`config.mk`:
```
export PLATFORM = sky130hd
export DESIGN_NAME = cdb
export DESIGN_NICKNAME = d
export VERILOG_FILES = /design/src/cdb_pkg.sv /design/src/cdb.sv /design/src/cdb_arbiter.sv /design/src/cdb_broadcast_mux.sv /design/src/result_queue.sv
export VERILOG_INCLUDE_DIRS = /design/src
export SDC_FILE = /design/constraint.sdc
export NUM_CORES = 2
export LEC_CHECK = 0
export BUFFER_PORTS_ARGS = -buffer_cell sky130_fd_sc_hd__buf_2
export CAP_MARGIN = 20
export CORE_ASPECT_RATIO = 1.25
export CORE_MARGIN = 2
export CORE_UTILIZATION = 36
export CTS_CLUSTER_DIAMETER = 150
export DETAILED_ROUTE_END_ITERATION = 16
export PLACE_DENSITY = 0.6
export SKIP_LAST_GASP = 1
export SLEW_MARGIN = 40
export SYNTH_ARGS = -nofsm -noshare
export SYNTH_HDL_FRONTEND = slang
export SYNTH_SLANG_ARGS = --single-unit
```
`constraint.sdc`:
```
create_clock -name clock -period 4.28 [get_ports clock]
set_clock_uncertainty 0.05 [all_clocks]
set_input_delay 0.428 -clock clock [delete_from_list [all_inputs] [get_ports clock]]
set_output_delay 0.428 -clock clock [all_outputs]
set_load 0.01 [all_outputs]
```
`src/cdb_macros.svh`:
```
`ifndef CDB_MACROS_SVH
`define CDB_MACROS_SVH

// datapath widths
`define XLEN        32
`define PRF_LEN     6
`define ROB_LEN     5

// per-source result queue depths
`define ALU_QUEUE_SIZE      4
`define MUL_QUEUE_SIZE      4
`define BR_QUEUE_SIZE       4
`define DCACHE_QUEUE_SIZE   4
`define SQ_QUEUE_SIZE       4

// target pc shown on the bus when no branch is broadcast
`define CDB_NO_TARGET   32'hfacebeec

// queue payload: value, prf_idx, rob_idx, pc
`define CDB_PAYLOAD_W       (`XLEN + `PRF_LEN + `ROB_LEN + `XLEN)

// branch payload adds direction, target pc, mispredict and two predictor bits
`define CDB_BR_PAYLOAD_W    (`CDB_PAYLOAD_W + `XLEN + 4)

`endif

```
`src/cdb_pkg.sv`:
```
package cdb_pkg;

    // source currently driving the broadcast bus
    typedef enum logic [2:0] {
        SRC_NONE   = 3'd0,
        SRC_ALU    = 3'd1,
        SRC_MUL    = 3'd2,
        SRC_BR     = 3'd3,
        SRC_DCACHE = 3'd4,
        SRC_SQ     = 3'd5
    } cdb_src_e;

endpackage

```
`src/cdb.sv`:
```
`include "cdb_macros.svh"

module cdb (
    input  logic                  clock,
    input  logic                  rst_n,
    input  logic                  commit_mis_pred,

    input  logic                  alu_valid,
    input  logic [`XLEN-1:0]      alu_value,
    input  logic [`PRF_LEN-1:0]   alu_prf_idx,
    input  logic [`ROB_LEN-1:0]   alu_rob_idx,
    input  logic [`XLEN-1:0]      alu_pc,

    input  logic                  mul_valid,
    input  logic [`XLEN-1:0]      mul_value,
    input  logic [`PRF_LEN-1:0]   mul_prf_idx,
    input  logic [`ROB_LEN-1:0]   mul_rob_idx,
    input  logic [`XLEN-1:0]      mul_pc,

    input  logic                  br_valid,
    input  logic [`XLEN-1:0]      br_value,
    input  logic [`PRF_LEN-1:0]   br_prf_idx,
    input  logic [`ROB_LEN-1:0]   br_rob_idx,
    input  logic [`XLEN-1:0]      br_pc,
    input  logic                  br_direction,
    input  logic [`XLEN-1:0]      br_target_pc,
    input  logic                  br_mis_pred,
    input  logic                  br_local_pred,
    input  logic                  br_global_pred,

    input  logic                  dcache_valid,
    input  logic [`XLEN-1:0]      dcache_value,
    input  logic [`PRF_LEN-1:0]   dcache_prf_idx,
    input  logic [`ROB_LEN-1:0]   dcache_rob_idx,
    input  logic [`XLEN-1:0]      dcache_pc,

    input  logic                  sq_valid,
    input  logic [`XLEN-1:0]      sq_value,
    input  logic [`PRF_LEN-1:0]   sq_prf_idx,
    input  logic [`ROB_LEN-1:0]   sq_rob_idx,
    input  logic [`XLEN-1:0]      sq_pc,

    output cdb_pkg::cdb_src_e     module_select,
    output logic                  cdb_valid,
    output logic [`XLEN-1:0]      cdb_value,
    output logic [`PRF_LEN-1:0]   cdb_prf_idx,
    output logic [`ROB_LEN-1:0]   cdb_rob_idx,
    output logic [`XLEN-1:0]      cdb_pc,
    output logic                  cdb_br_direction,
    output logic [`XLEN-1:0]      cdb_br_target_pc,
    output logic                  cdb_mis_pred,
    output logic                  cdb_local_pred,
    output logic                  cdb_global_pred
);

    // request and grant, bit 4 alu down to bit 0 store queue
    logic [4:0] request;
    logic [4:0] grant;

    logic [`CDB_PAYLOAD_W-1:0]    alu_head;
    logic [`CDB_PAYLOAD_W-1:0]    mul_head;
    logic [`CDB_BR_PAYLOAD_W-1:0] br_head;
    logic [`CDB_PAYLOAD_W-1:0]    dcache_head;
    logic [`CDB_PAYLOAD_W-1:0]    sq_head;

    // occupancy flags, watched by the bound checker
    logic alu_full;
    logic mul_full;
    logic br_full;
    logic dcache_full;
    logic sq_full;

    result_queue #(.DEPTH(`ALU_QUEUE_SIZE), .WIDTH(`CDB_PAYLOAD_W)) alu_queue (
        .clock     (clock),
        .rst_n     (rst_n),
        .flush     (commit_mis_pred),
        .push      (alu_valid),
        .pop       (grant[4]),
        .data_in   ({alu_value, alu_prf_idx, alu_rob_idx, alu_pc}),
        .request   (request[4]),
        .head_data (alu_head),
        .full      (alu_full)
    );

    result_queue #(.DEPTH(`MUL_QUEUE_SIZE), .WIDTH(`CDB_PAYLOAD_W)) mul_queue (
        .clock     (clock),
        .rst_n     (rst_n),
        .flush     (commit_mis_pred),
        .push      (mul_valid),
        .pop       (grant[3]),
        .data_in   ({mul_value, mul_prf_idx, mul_rob_idx, mul_pc}),
        .request   (request[3]),
        .head_data (mul_head),
        .full      (mul_full)
    );

    // branch entries carry the resolution and predictor bits behind the common fields
    result_queue #(.DEPTH(`BR_QUEUE_SIZE), .WIDTH(`CDB_BR_PAYLOAD_W)) br_queue (
        .clock     (clock),
        .rst_n     (rst_n),
        .flush     (commit_mis_pred),
        .push      (br_valid),
        .pop       (grant[2]),
        .data_in   ({br_value, br_prf_idx, br_rob_idx, br_pc, br_direction,
                     br_target_pc, br_mis_pred, br_local_pred, br_global_pred}),
        .request   (request[2]),
        .head_data (br_head),
        .full      (br_full)
    );

    result_queue #(.DEPTH(`DCACHE_QUEUE_SIZE), .WIDTH(`CDB_PAYLOAD_W)) dcache_queue (
        .clock     (clock),
        .rst_n     (rst_n),
        .flush     (commit_mis_pred),
        .push      (dcache_valid),
        .pop       (grant[1]),
        .data_in   ({dcache_value, dcache_prf_idx, dcache_rob_idx, dcache_pc}),
        .request   (request[1]),
        .head_data (dcache_head),
        .full      (dcache_full)
    );

    result_queue #(.DEPTH(`SQ_QUEUE_SIZE), .WIDTH(`CDB_PAYLOAD_W)) sq_queue (
        .clock     (clock),
        .rst_n     (rst_n),
        .flush     (commit_mis_pred),
        .push      (sq_valid),
        .pop       (grant[0]),
        .data_in   ({sq_value, sq_prf_idx, sq_rob_idx, sq_pc}),
        .request   (request[0]),
        .head_data (sq_head),
        .full      (sq_full)
    );

    cdb_arbiter arbiter (
        .request (request),
        .grant   (grant),
        .source  (module_select)
    );

    cdb_broadcast_mux broadcast_mux (
        .source           (module_select),
        .alu_head         (alu_head),
        .mul_head         (mul_head),
        .br_head          (br_head),
        .dcache_head      (dcache_head),
        .sq_head          (sq_head),
        .cdb_valid        (cdb_valid),
        .cdb_value        (cdb_value),
        .cdb_prf_idx      (cdb_prf_idx),
        .cdb_rob_idx      (cdb_rob_idx),
        .cdb_pc           (cdb_pc),
        .cdb_br_direction (cdb_br_direction),
        .cdb_br_target_pc (cdb_br_target_pc),
        .cdb_mis_pred     (cdb_mis_pred),
        .cdb_local_pred   (cdb_local_pred),
        .cdb_global_pred  (cdb_global_pred)
    );

endmodule

```
`src/cdb_arbiter.sv`:
```
module cdb_arbiter (
    input  logic [4:0]        request,
    output logic [4:0]        grant,
    output cdb_pkg::cdb_src_e source
);

    import cdb_pkg::*;

    // bit 4 is alu, bit 0 is store queue
    always_comb begin
        grant  = 5'b00000;
        source = SRC_NONE;
        if (request[4]) begin
            grant[4] = 1'b1;
            source   = SRC_ALU;
        end else if (request[3]) begin
            grant[3] = 1'b1;
            source   = SRC_MUL;
        end else if (request[2]) begin
            grant[2] = 1'b1;
            source   = SRC_BR;
        end else if (request[1]) begin
            grant[1] = 1'b1;
            source   = SRC_DCACHE;
        end else if (request[0]) begin
            grant[0] = 1'b1;
            source   = SRC_SQ;
        end
    end

endmodule

```
`src/cdb_broadcast_mux.sv`:
```
`include "cdb_macros.svh"

module cdb_broadcast_mux (
    input  cdb_pkg::cdb_src_e            source,
    input  logic [`CDB_PAYLOAD_W-1:0]    alu_head,
    input  logic [`CDB_PAYLOAD_W-1:0]    mul_head,
    input  logic [`CDB_BR_PAYLOAD_W-1:0] br_head,
    input  logic [`CDB_PAYLOAD_W-1:0]    dcache_head,
    input  logic [`CDB_PAYLOAD_W-1:0]    sq_head,
    output logic                         cdb_valid,
    output logic [`XLEN-1:0]             cdb_value,
    output logic [`PRF_LEN-1:0]          cdb_prf_idx,
    output logic [`ROB_LEN-1:0]          cdb_rob_idx,
    output logic [`XLEN-1:0]             cdb_pc,
    output logic                         cdb_br_direction,
    output logic [`XLEN-1:0]             cdb_br_target_pc,
    output logic                         cdb_mis_pred,
    output logic                         cdb_local_pred,
    output logic                         cdb_global_pred
);

    import cdb_pkg::*;

    // common fields of the selected head
    logic [`CDB_PAYLOAD_W-1:0] common;

    always_comb begin
        cdb_valid        = 1'b1;
        cdb_br_direction = 1'b0;
        cdb_br_target_pc = `CDB_NO_TARGET;
        cdb_mis_pred     = 1'b0;
        cdb_local_pred   = 1'b0;
        cdb_global_pred  = 1'b0;
        case (source)
            SRC_ALU: begin
                common = alu_head;
            end
            SRC_MUL: begin
                common = mul_head;
            end
            SRC_BR: begin
                {common, cdb_br_direction, cdb_br_target_pc, cdb_mis_pred,
                 cdb_local_pred, cdb_global_pred} = br_head;
            end
            SRC_DCACHE: begin
                common = dcache_head;
            end
            SRC_SQ: begin
                common = sq_head;
            end
            default: begin
                // idle bus, only the pc carries the marker value
                cdb_valid = 1'b0;
                common    = {{(`XLEN + `PRF_LEN + `ROB_LEN){1'b0}}, `CDB_NO_TARGET};
            end
        endcase
        {cdb_value, cdb_prf_idx, cdb_rob_idx, cdb_pc} = common;
    end

endmodule

```
`src/result_queue.sv`:
```
module result_queue #(
    parameter int DEPTH = 4,
    parameter int WIDTH = 75
) (
    input  logic             clock,
    input  logic             rst_n,
    input  logic             flush,
    input  logic             push,
    input  logic             pop,
    input  logic [WIDTH-1:0] data_in,
    output logic             request,
    output logic [WIDTH-1:0] head_data,
    output logic             full
);

    localparam int PTR_W = (DEPTH > 1) ? $clog2(DEPTH) : 1;
    localparam int CNT_W = $clog2(DEPTH + 1);
    localparam logic [PTR_W-1:0] LAST = PTR_W'(DEPTH - 1);

    logic [WIDTH-1:0] mem [DEPTH];
    logic [PTR_W-1:0] head;
    logic [PTR_W-1:0] tail;
    logic [CNT_W-1:0] count;
    logic             empty;

    function automatic logic [PTR_W-1:0] next_ptr(input logic [PTR_W-1:0] ptr);
        return (ptr == LAST) ? '0 : ptr + 1'b1;
    endfunction

    assign empty = (count == '0);
    assign full  = (count == CNT_W'(DEPTH));

    // an incoming result competes for the bus right away
    assign request = push | ~empty;

    // bypass when nothing is stored
    assign head_data = empty ? data_in : mem[head];

    always_ff @(posedge clock) begin
        if (!rst_n || flush) begin
            head  <= '0;
            tail  <= '0;
            count <= '0;
        end else begin
            if (push) begin
                tail <= next_ptr(tail);
            end
            if (pop) begin
                head <= next_ptr(head);
            end
            // push and pop together leave the occupancy unchanged
            case ({push, pop})
                2'b10: count <= count + 1'b1;
                2'b01: count <= count - 1'b1;
                default: count <= count;
            endcase
        end
    end

    // payload storage
    always_ff @(posedge clock) begin
        if (push) begin
            mem[tail] <= data_in;
        end
    end

endmodule
```
* Yosys cells after proc, flatten, opt, wreduce, memory -nomap -nowiden
Memories as Yosys holds them, arrays and structs flattened. A register that Yosys moved wholly into a read port is not among the register bits.
Cells that the tools add are included.
** Word-level totals
- Memories :: 5
- Flip-flop bits (word level) :: 35
- Bits of input ports :: 419
- Logic and storage cells :: 149
- Output and inout port bits :: 115
- Memory bits (writable) :: 1644
** Cells by class
- Bitwise gates (word level) :: 10
- Reductions and logical operators :: 13
- Add/subtract/negate cells :: 20
- Equal/unequal tests :: 25
- Mux-type cells :: 61
** Memories
- br_queue.mem :: depth 4, width 111, read ports 1, clocked after Yosys merged registers in 1, write ports 1, RTL line result_queue.sv:20 : logic [WIDTH-1:0] mem [DEPTH];
- alu_queue.mem :: depth 4, width 75, read ports 1, clocked after Yosys merged registers in 1, write ports 1, RTL line result_queue.sv:20
- dcache_queue.mem :: depth 4, width 75, read ports 1, clocked after Yosys merged registers in 1, write ports 1, RTL line result_queue.sv:20
- mul_queue.mem :: depth 4, width 75, read ports 1, clocked after Yosys merged registers in 1, write ports 1, RTL line result_queue.sv:20
- sq_queue.mem :: depth 4, width 75, read ports 1, clocked after Yosys merged registers in 1, write ports 1, RTL line result_queue.sv:20
** Operator list (number)
- $pmux W75 S5 :: 1
- $mux W75 :: 4
- $mux W111 :: 1
- $mux W2 :: 21
- $mux W32 :: 1
- $eq A2 B2 Y1 const B :: 15
- $pmux W3 S2 :: 5
- $mux W1 :: 21
- $add A2 B1 Y2 const B :: 10
- $mux W3 :: 6
- $add A3 B1 Y3 const B :: 5
- $logic_not A3 Y1 :: 5
- $sub A3 B1 Y3 const B :: 5
- $eq A2 B1 Y1 const B :: 5
- $reduce_bool A2 Y1 :: 5
- $eq A3 B2 Y1 const B :: 2
- $eq A3 B3 Y1 const B :: 2
- $not A1 Y1 :: 5
- $or A1 B1 Y1 :: 5
- $reduce_or A5 Y1 :: 1
- $mux W4 :: 1
- $eq A3 B1 Y1 const B :: 1
- $logic_not A1 Y1 :: 1
- $logic_or A1 B1 Y1 :: 1

* Logic depth before layout (Yosys ltp)
- Depth after elaboration :: 11
- Gate-level depth with buffers :: 12
- Depth with buffers taken out :: 9

* Modules after synthesis
From an unflattened synthesis, not the netlist that was laid out.
** Second synthesis, totals
- Cells, all modules :: 3239
- Area total of the unflattened synthesis :: 69414.1 um^2
** By module, submodules not included
- result_queue at dcache_queue ... :: area an instance 12152.9 um^2, times used 2, cells an instance 523, sequential area each 9188.8 um^2
- result_queue at alu_queue ... :: area an instance 12150.4 um^2, times used 2, cells an instance 523, sequential area each 9188.8 um^2
- result_queue at br_queue :: area an instance 17765.8 um^2, times used 1, cells an instance 751, sequential area each 13513.0 um^2
- cdb_broadcast_mux :: area an instance 2965.3 um^2, times used 1, cells an instance 384, sequential area each 0.0 um^2
- cdb_arbiter :: area an instance 76.3 um^2, times used 1, cells an instance 12, sequential area each 0.0 um^2

* Least setup slack after synthesis
No wires, ideal clock.
- Kind :: input to register
- From :: input port br_valid
- To :: memory br_queue.mem[3][0] (netlist bit), enable pin
- Arrival time :: 3292 ps
- Slack :: 455 ps
- Library setup time :: 483 ps
- Stages on the path :: 2
- Buffers on the path :: 1
- Required time :: 3747 ps
- Cell sequence :: clkbuf_1 > and2_1
** On the way
- Longest elaborated chain between the ends :: 2
** RTL lines
- from (decl) :: RTL line cdb.sv:20 : input logic br_valid,
- $mux W1 :: RTL line result_queue.sv:62 : if (push) begin
- $mux W1 (not written as such) :: RTL line result_queue.sv:63 : mem[tail] <= data_in;
- to (decl) :: RTL line result_queue.sv:20
No other way between the ends.

* Worst setup path in the final report
- From :: input port alu_valid
- To :: output port cdb_prf_idx[1]
** On the way
- Longest elaborated chain between the ends :: 4
- Elaborated cells between the ends (all ways) :: 8
- Those cells by class :: eq/ne (5); mux (2); bitwise (1)
** RTL lines
- from (decl) :: RTL line cdb.sv:8 : input logic alu_valid,
- $or A1 B1 Y1 (*) :: RTL line result_queue.sv:34 : assign request = push | ~empty;
- $mux W3 (*) :: RTL line cdb_arbiter.sv:13 : if (request[4]) begin
- $eq A3 B3 Y1 (tied with other cells) :: RTL line cdb_broadcast_mux.sv:34 : case (source)
- $pmux W75 S5 (*) :: RTL line cdb_broadcast_mux.sv:34
- to (decl) :: RTL line cdb.sv:46 : output logic [`PRF_LEN-1:0] cdb_prf_idx,
Mark *: on every way between the ends. The rest lies on a longest branch, timed or not.

==> reports/qor_table.md <==
| Item | Value |
|---|---|
| Std cell rows | 177 |
| Number of antenna violations at the first check in global routing | 74 |
| Critical register-to-register path startpoint | br_queue.count[0]$_SDFFE_PP0P_ |
| Die outline area | 192000 um^2 |
| PwrDens | 435 nW/um^2 |
| Fill cell total of the finished layout | 16.1k |
| Net count reported at finish | 4926 |
| Launching element type of the critical path | input pin |
| Post-route worst hold slack | 64.3 ps |
| Root Buffer | sky130_fd_sc_hd__clkbuf_16 |
| Crit path largest cell delay | 620 ps |
| Part of the cycle the worst path needs | 0.967 |
| Kind of cell adding the most delay to the critical path | buffers and inverters |
| CTS sink cnt | 1689 |
| Gate count after technology mapping | 3400 |
| Data arrival time at the worst-slack endpoint | 3660 ps |
| Die span in x | 392 um |
| CTS buffer count | 172 |
| Worst path buffer plus inverter count | 5 |
| WP depth | 8 |
| Via/cell ratio | 5.54 |
| Worst slew margin relative to its limit | 0.387 |
| Top-count cell post-synth | sky130_fd_sc_hd__edfxtp_1 |
| Global placement routability congestion | 0.813 |
| Setup Total Neg Slack | 0 ps |
| DRC marker count from the first detailed-route iteration | 4264 |
| Residual DRC count | 0 |
| Reg-to-reg slack, setup | 820 ps |
| Overall routing resource usage | 0.228 |
| Cell taking the most area after synthesis | sky130_fd_sc_hd__edfxtp_1 |
| Post-detailed-placement half-perimeter wirelength | 148000 um |
| Synthesis-to-finish area growth | 24.6% |
| Post-detailed-route wirelength per cell | 30.7 um |
| Initial standard-cell utilization of the core | 0.363 |
| Count of endpoints failing hold in the final timing report | 0 |
| Share of synthesized area occupied by flip-flops and latches | 0.743 |
| F_max | 0.242 GHz |
| Data required time of the worst path | 3800 ps |
| Classification of the worst-slack hold path | input pin to flop |
| Net count of the mapped netlist | 3853 |
| Placeable Area | 186000 um^2 |
| Worst setup path end | cdb_prf_idx[1] |
| Share of synthesized registers carrying an async set or reset | 0 |
| Vias in the first global route | 40.1k |
| Fraction of synthesized cell area taken by the top area cell type | 0.729 |
| Synth Flop Type | sky130_fd_sc_hd__edfxtp_1 |
| I/O pin count | 534 |
| Total number of vias | 39.6k |
| Global route overflow | 0 |
| Timing startpoint of the critical path | alu_valid |
| Antenna viol nets, final | 0 |
| Critical-path maximum fanout | 57 |
| H-tree depth | 4 |
| Input/output buffers | 533 |
| Clock Tree Buf Depth | 3 |
| Setup-failing EPs final | 0 |
| Pin count of the biggest net entering global routing | 96 |
| Static power due to leakage | 0.0281 uW |
| Setup repair after global routing missed its margin | no |
| Classification of the worst setup path | input pin to output port |
| Final critical delay including setup and external delays | 4140 ps |
| Post-Synthesis Cell Area | 67700 um^2 |
| Cell-by-cell listing of the critical path | dlygate4sd3_1 -> buf_4 -> buf_4 -> buf_4 -> and3_1 -> a221oi_1 -> nand4_1 -> buf_2 |
| Number of cells traversed by the worst register-to-register path | 9 |
| Global-route wire length before repair | 307000 um |
| Total Wirelength | 220000 um |
| Destination of the worst register-to-register timing path | sq_queue.count[2]$_SDFFE_PP0P_ |
| Commonest cells post-synth | 1644 x sky130_fd_sc_hd__edfxtp_1, 411 x sky130_fd_sc_hd__mux4_2, 234 x sky130_fd_sc_hd__nand2_1 |
| Slowest cell on the critical path | sky130_fd_sc_hd__a221oi_1 |
| Max Transition Viols Final | 0 |
| Insertion delay of the later-clocked pin in the worst-skew pair | 810 ps |
| Worst vdd ir | 0.000359 V |
| Average footprint of a synthesized cell | 19.9 um^2 |
| Yosys reg bits | 1689 |
| Number of enable-type register cells in the synthesized netlist | 1644 |
| Count of yosys warnings during synthesis | 0 |
| Most area-consuming cells after synthesis | sky130_fd_sc_hd__edfxtp_1 73%, sky130_fd_sc_hd__mux4_2 14%, sky130_fd_sc_hd__mux2i_1 2.3%, sky130_fd_sc_hd__dfxtp_1 1.3%, sky130_fd_sc_hd__nand2_1 1.3% |
| Worst setup EP type | output port |
| Count of cells along the worst hold path | 3 |
| Outcome | completed |
| Clock tree from TritonCTS | built |
| Transition time at the pin with the least slew margin | 893 ps |
| Max_cap viols | 0 |
| Fraction of final layout cells sized beyond drive strength 1 | 0.306 |
| Initial DRT Pass Iterations | 5 |
| Post-CTS clock slew at the launch and capture registers of the worst setup and hold paths | 60 ps |
| Die height | 489 um |
| Yosys cell types | 39 |
| Cell type with the highest occurrence count on the critical path | sky130_fd_sc_hd__buf_4 |
==> worst min path at each step <==
| stage | from | endpoint | slack [ps] |
|---|---|---|---|
| floorplan | alu_queue.head[1]$_SDFFE_PP0N_ | flop | 400 |
| global placement | br_queue.head[1]$_SDFFE_PP0N_ | flop | 410 |
| detailed placement | br_queue.head[1]$_SDFFE_PP0N_ | flop | 420 |
| CTS | mul_valid | mul_queue.tail[1]$_SDFFE_PP0P_ | 20 |
| global route | mul_valid | mul_queue.tail[1]$_SDFFE_PP0P_ | 50 |
| finish | mul_valid | mul_queue.tail[0]$_SDFFE_PP0P_ | 60 |
==> stage by stage <==
stage / worst slack [ps] / area (um^2) / util / instances / power, uW
final: 143 / 84300 / 0.452 / 7151 / 36700
after global routing: 7.55 / 84300 / 0.452 / 7134 / 37800
after CTS: 135 / 84200 / 0.452 / 7121 / 36900
after detailed placement: 569 / 74600 / 0.400 / 6385 / 21900
after global placement: 640 / 74400 / 0.399 / 6380 / 21900
after floorplan: 455 / 67700 / - / 3400 / 20400
==> layout make-up <==
| cell class | count | area [um^2] | share of cell area |
|---|---|---|---|
| Clock inverter | 100 | 986 | 0.0117 |
| Timing Repair Buffer | 1124 | 8610 | 0.102 |
| Sequential cell | 1689 | 50300 | 0.597 |
| Clock buffer | 217 | 4470 | 0.0530 |
| Multi-Input combinational cell | 1455 | 16600 | 0.197 |
| Inverter | 31 | 116 | 0.00138 |
| Tap cell | 2506 | 3140 | 0.0372 |
| Antenna cell | 29 | 72.6 | 0.000861 |
==> cells by family (layout without fill, tap and decap cells) <==
| logic type | count (synthesis) | after routing | share of synthesized area |
|---|---|---|---|
| fa+ha+maj | 34 | 34 | 0.00684 |
| buf+inv | 257 | 1472 | 0.0147 |
| xor+xnor | 13 | 13 | 0.00168 |
| flops | 1689 | 1689 | 0.743 |
| compound gates | 295 | 295 | 0.0344 |
| simple gates | 546 | 547 | 0.0399 |
| other cells | 0 | 29 | 0 |
| mux | 566 | 566 | 0.160 |
==> per-layer routing <==
metal	GRT usage	wire length, um	vias to the layer above	share of wire
li1	-	-	16400	-
met1	0.325	93700	20900	0.43
met2	0.334	96000	1941	0.44
met3	0.0830	25400	326	0.12
met4	0.0464	3980	74	0.018
met5	0	446	-	0.0020
==> tightest hold or removal path: cells and delay by family <==
family        cells  cell delay, ps
xor+xnor          1             190
buf+inv           1             210
simple gates      1              40
==> power by group <==
group / switching, uW / internal [uW]
clock network: 6530 / 8200
logic: 1940 / 1290
registers: 113 / 18600
total: 8590 / 28100
==> placed cells by master, fill, tap and decap left out, drive strengths merged, types with 45 or more instances in the layout <==
cell and instances:
nand4 75, a221oi 53, dlygate4sd3 415, edfxtp 1644
a21o 53, nand2 234, mux2i 155, dfxtp 45
mux4 411, and3 54, clkbuf 217, buf 709
nand3 79, o32a 75, clkinv 77
==> state kept, by name (all words and copies together) (netlist names), named ones only <==
signal	cells
alu_queue.count	3
alu_queue.mem	300
dcache_queue.mem	300
sq_queue.mem	300
br_queue.count	3
alu_queue.tail	2
dcache_queue.tail	2
alu_queue.head	2
mul_queue.mem	300
sq_queue.count	3
dcache_queue.count	3
mul_queue.count	3
br_queue.mem	444
mul_queue.head	2
br_queue.tail	2
sq_queue.head	2
mul_queue.tail	2
dcache_queue.head	2
sq_queue.tail	2
br_queue.head	2
==> what timing repair did <==
action                                  4_1_cts  5_1_grt
endpoints found under the setup margin        4        0
hold buffers                                415        0
gates resized for setup                       3        0
endpoints found under the hold margin      1653        0
buffers inserted                              3        0
Note: power is estimated with default switching activity, not from simulation.
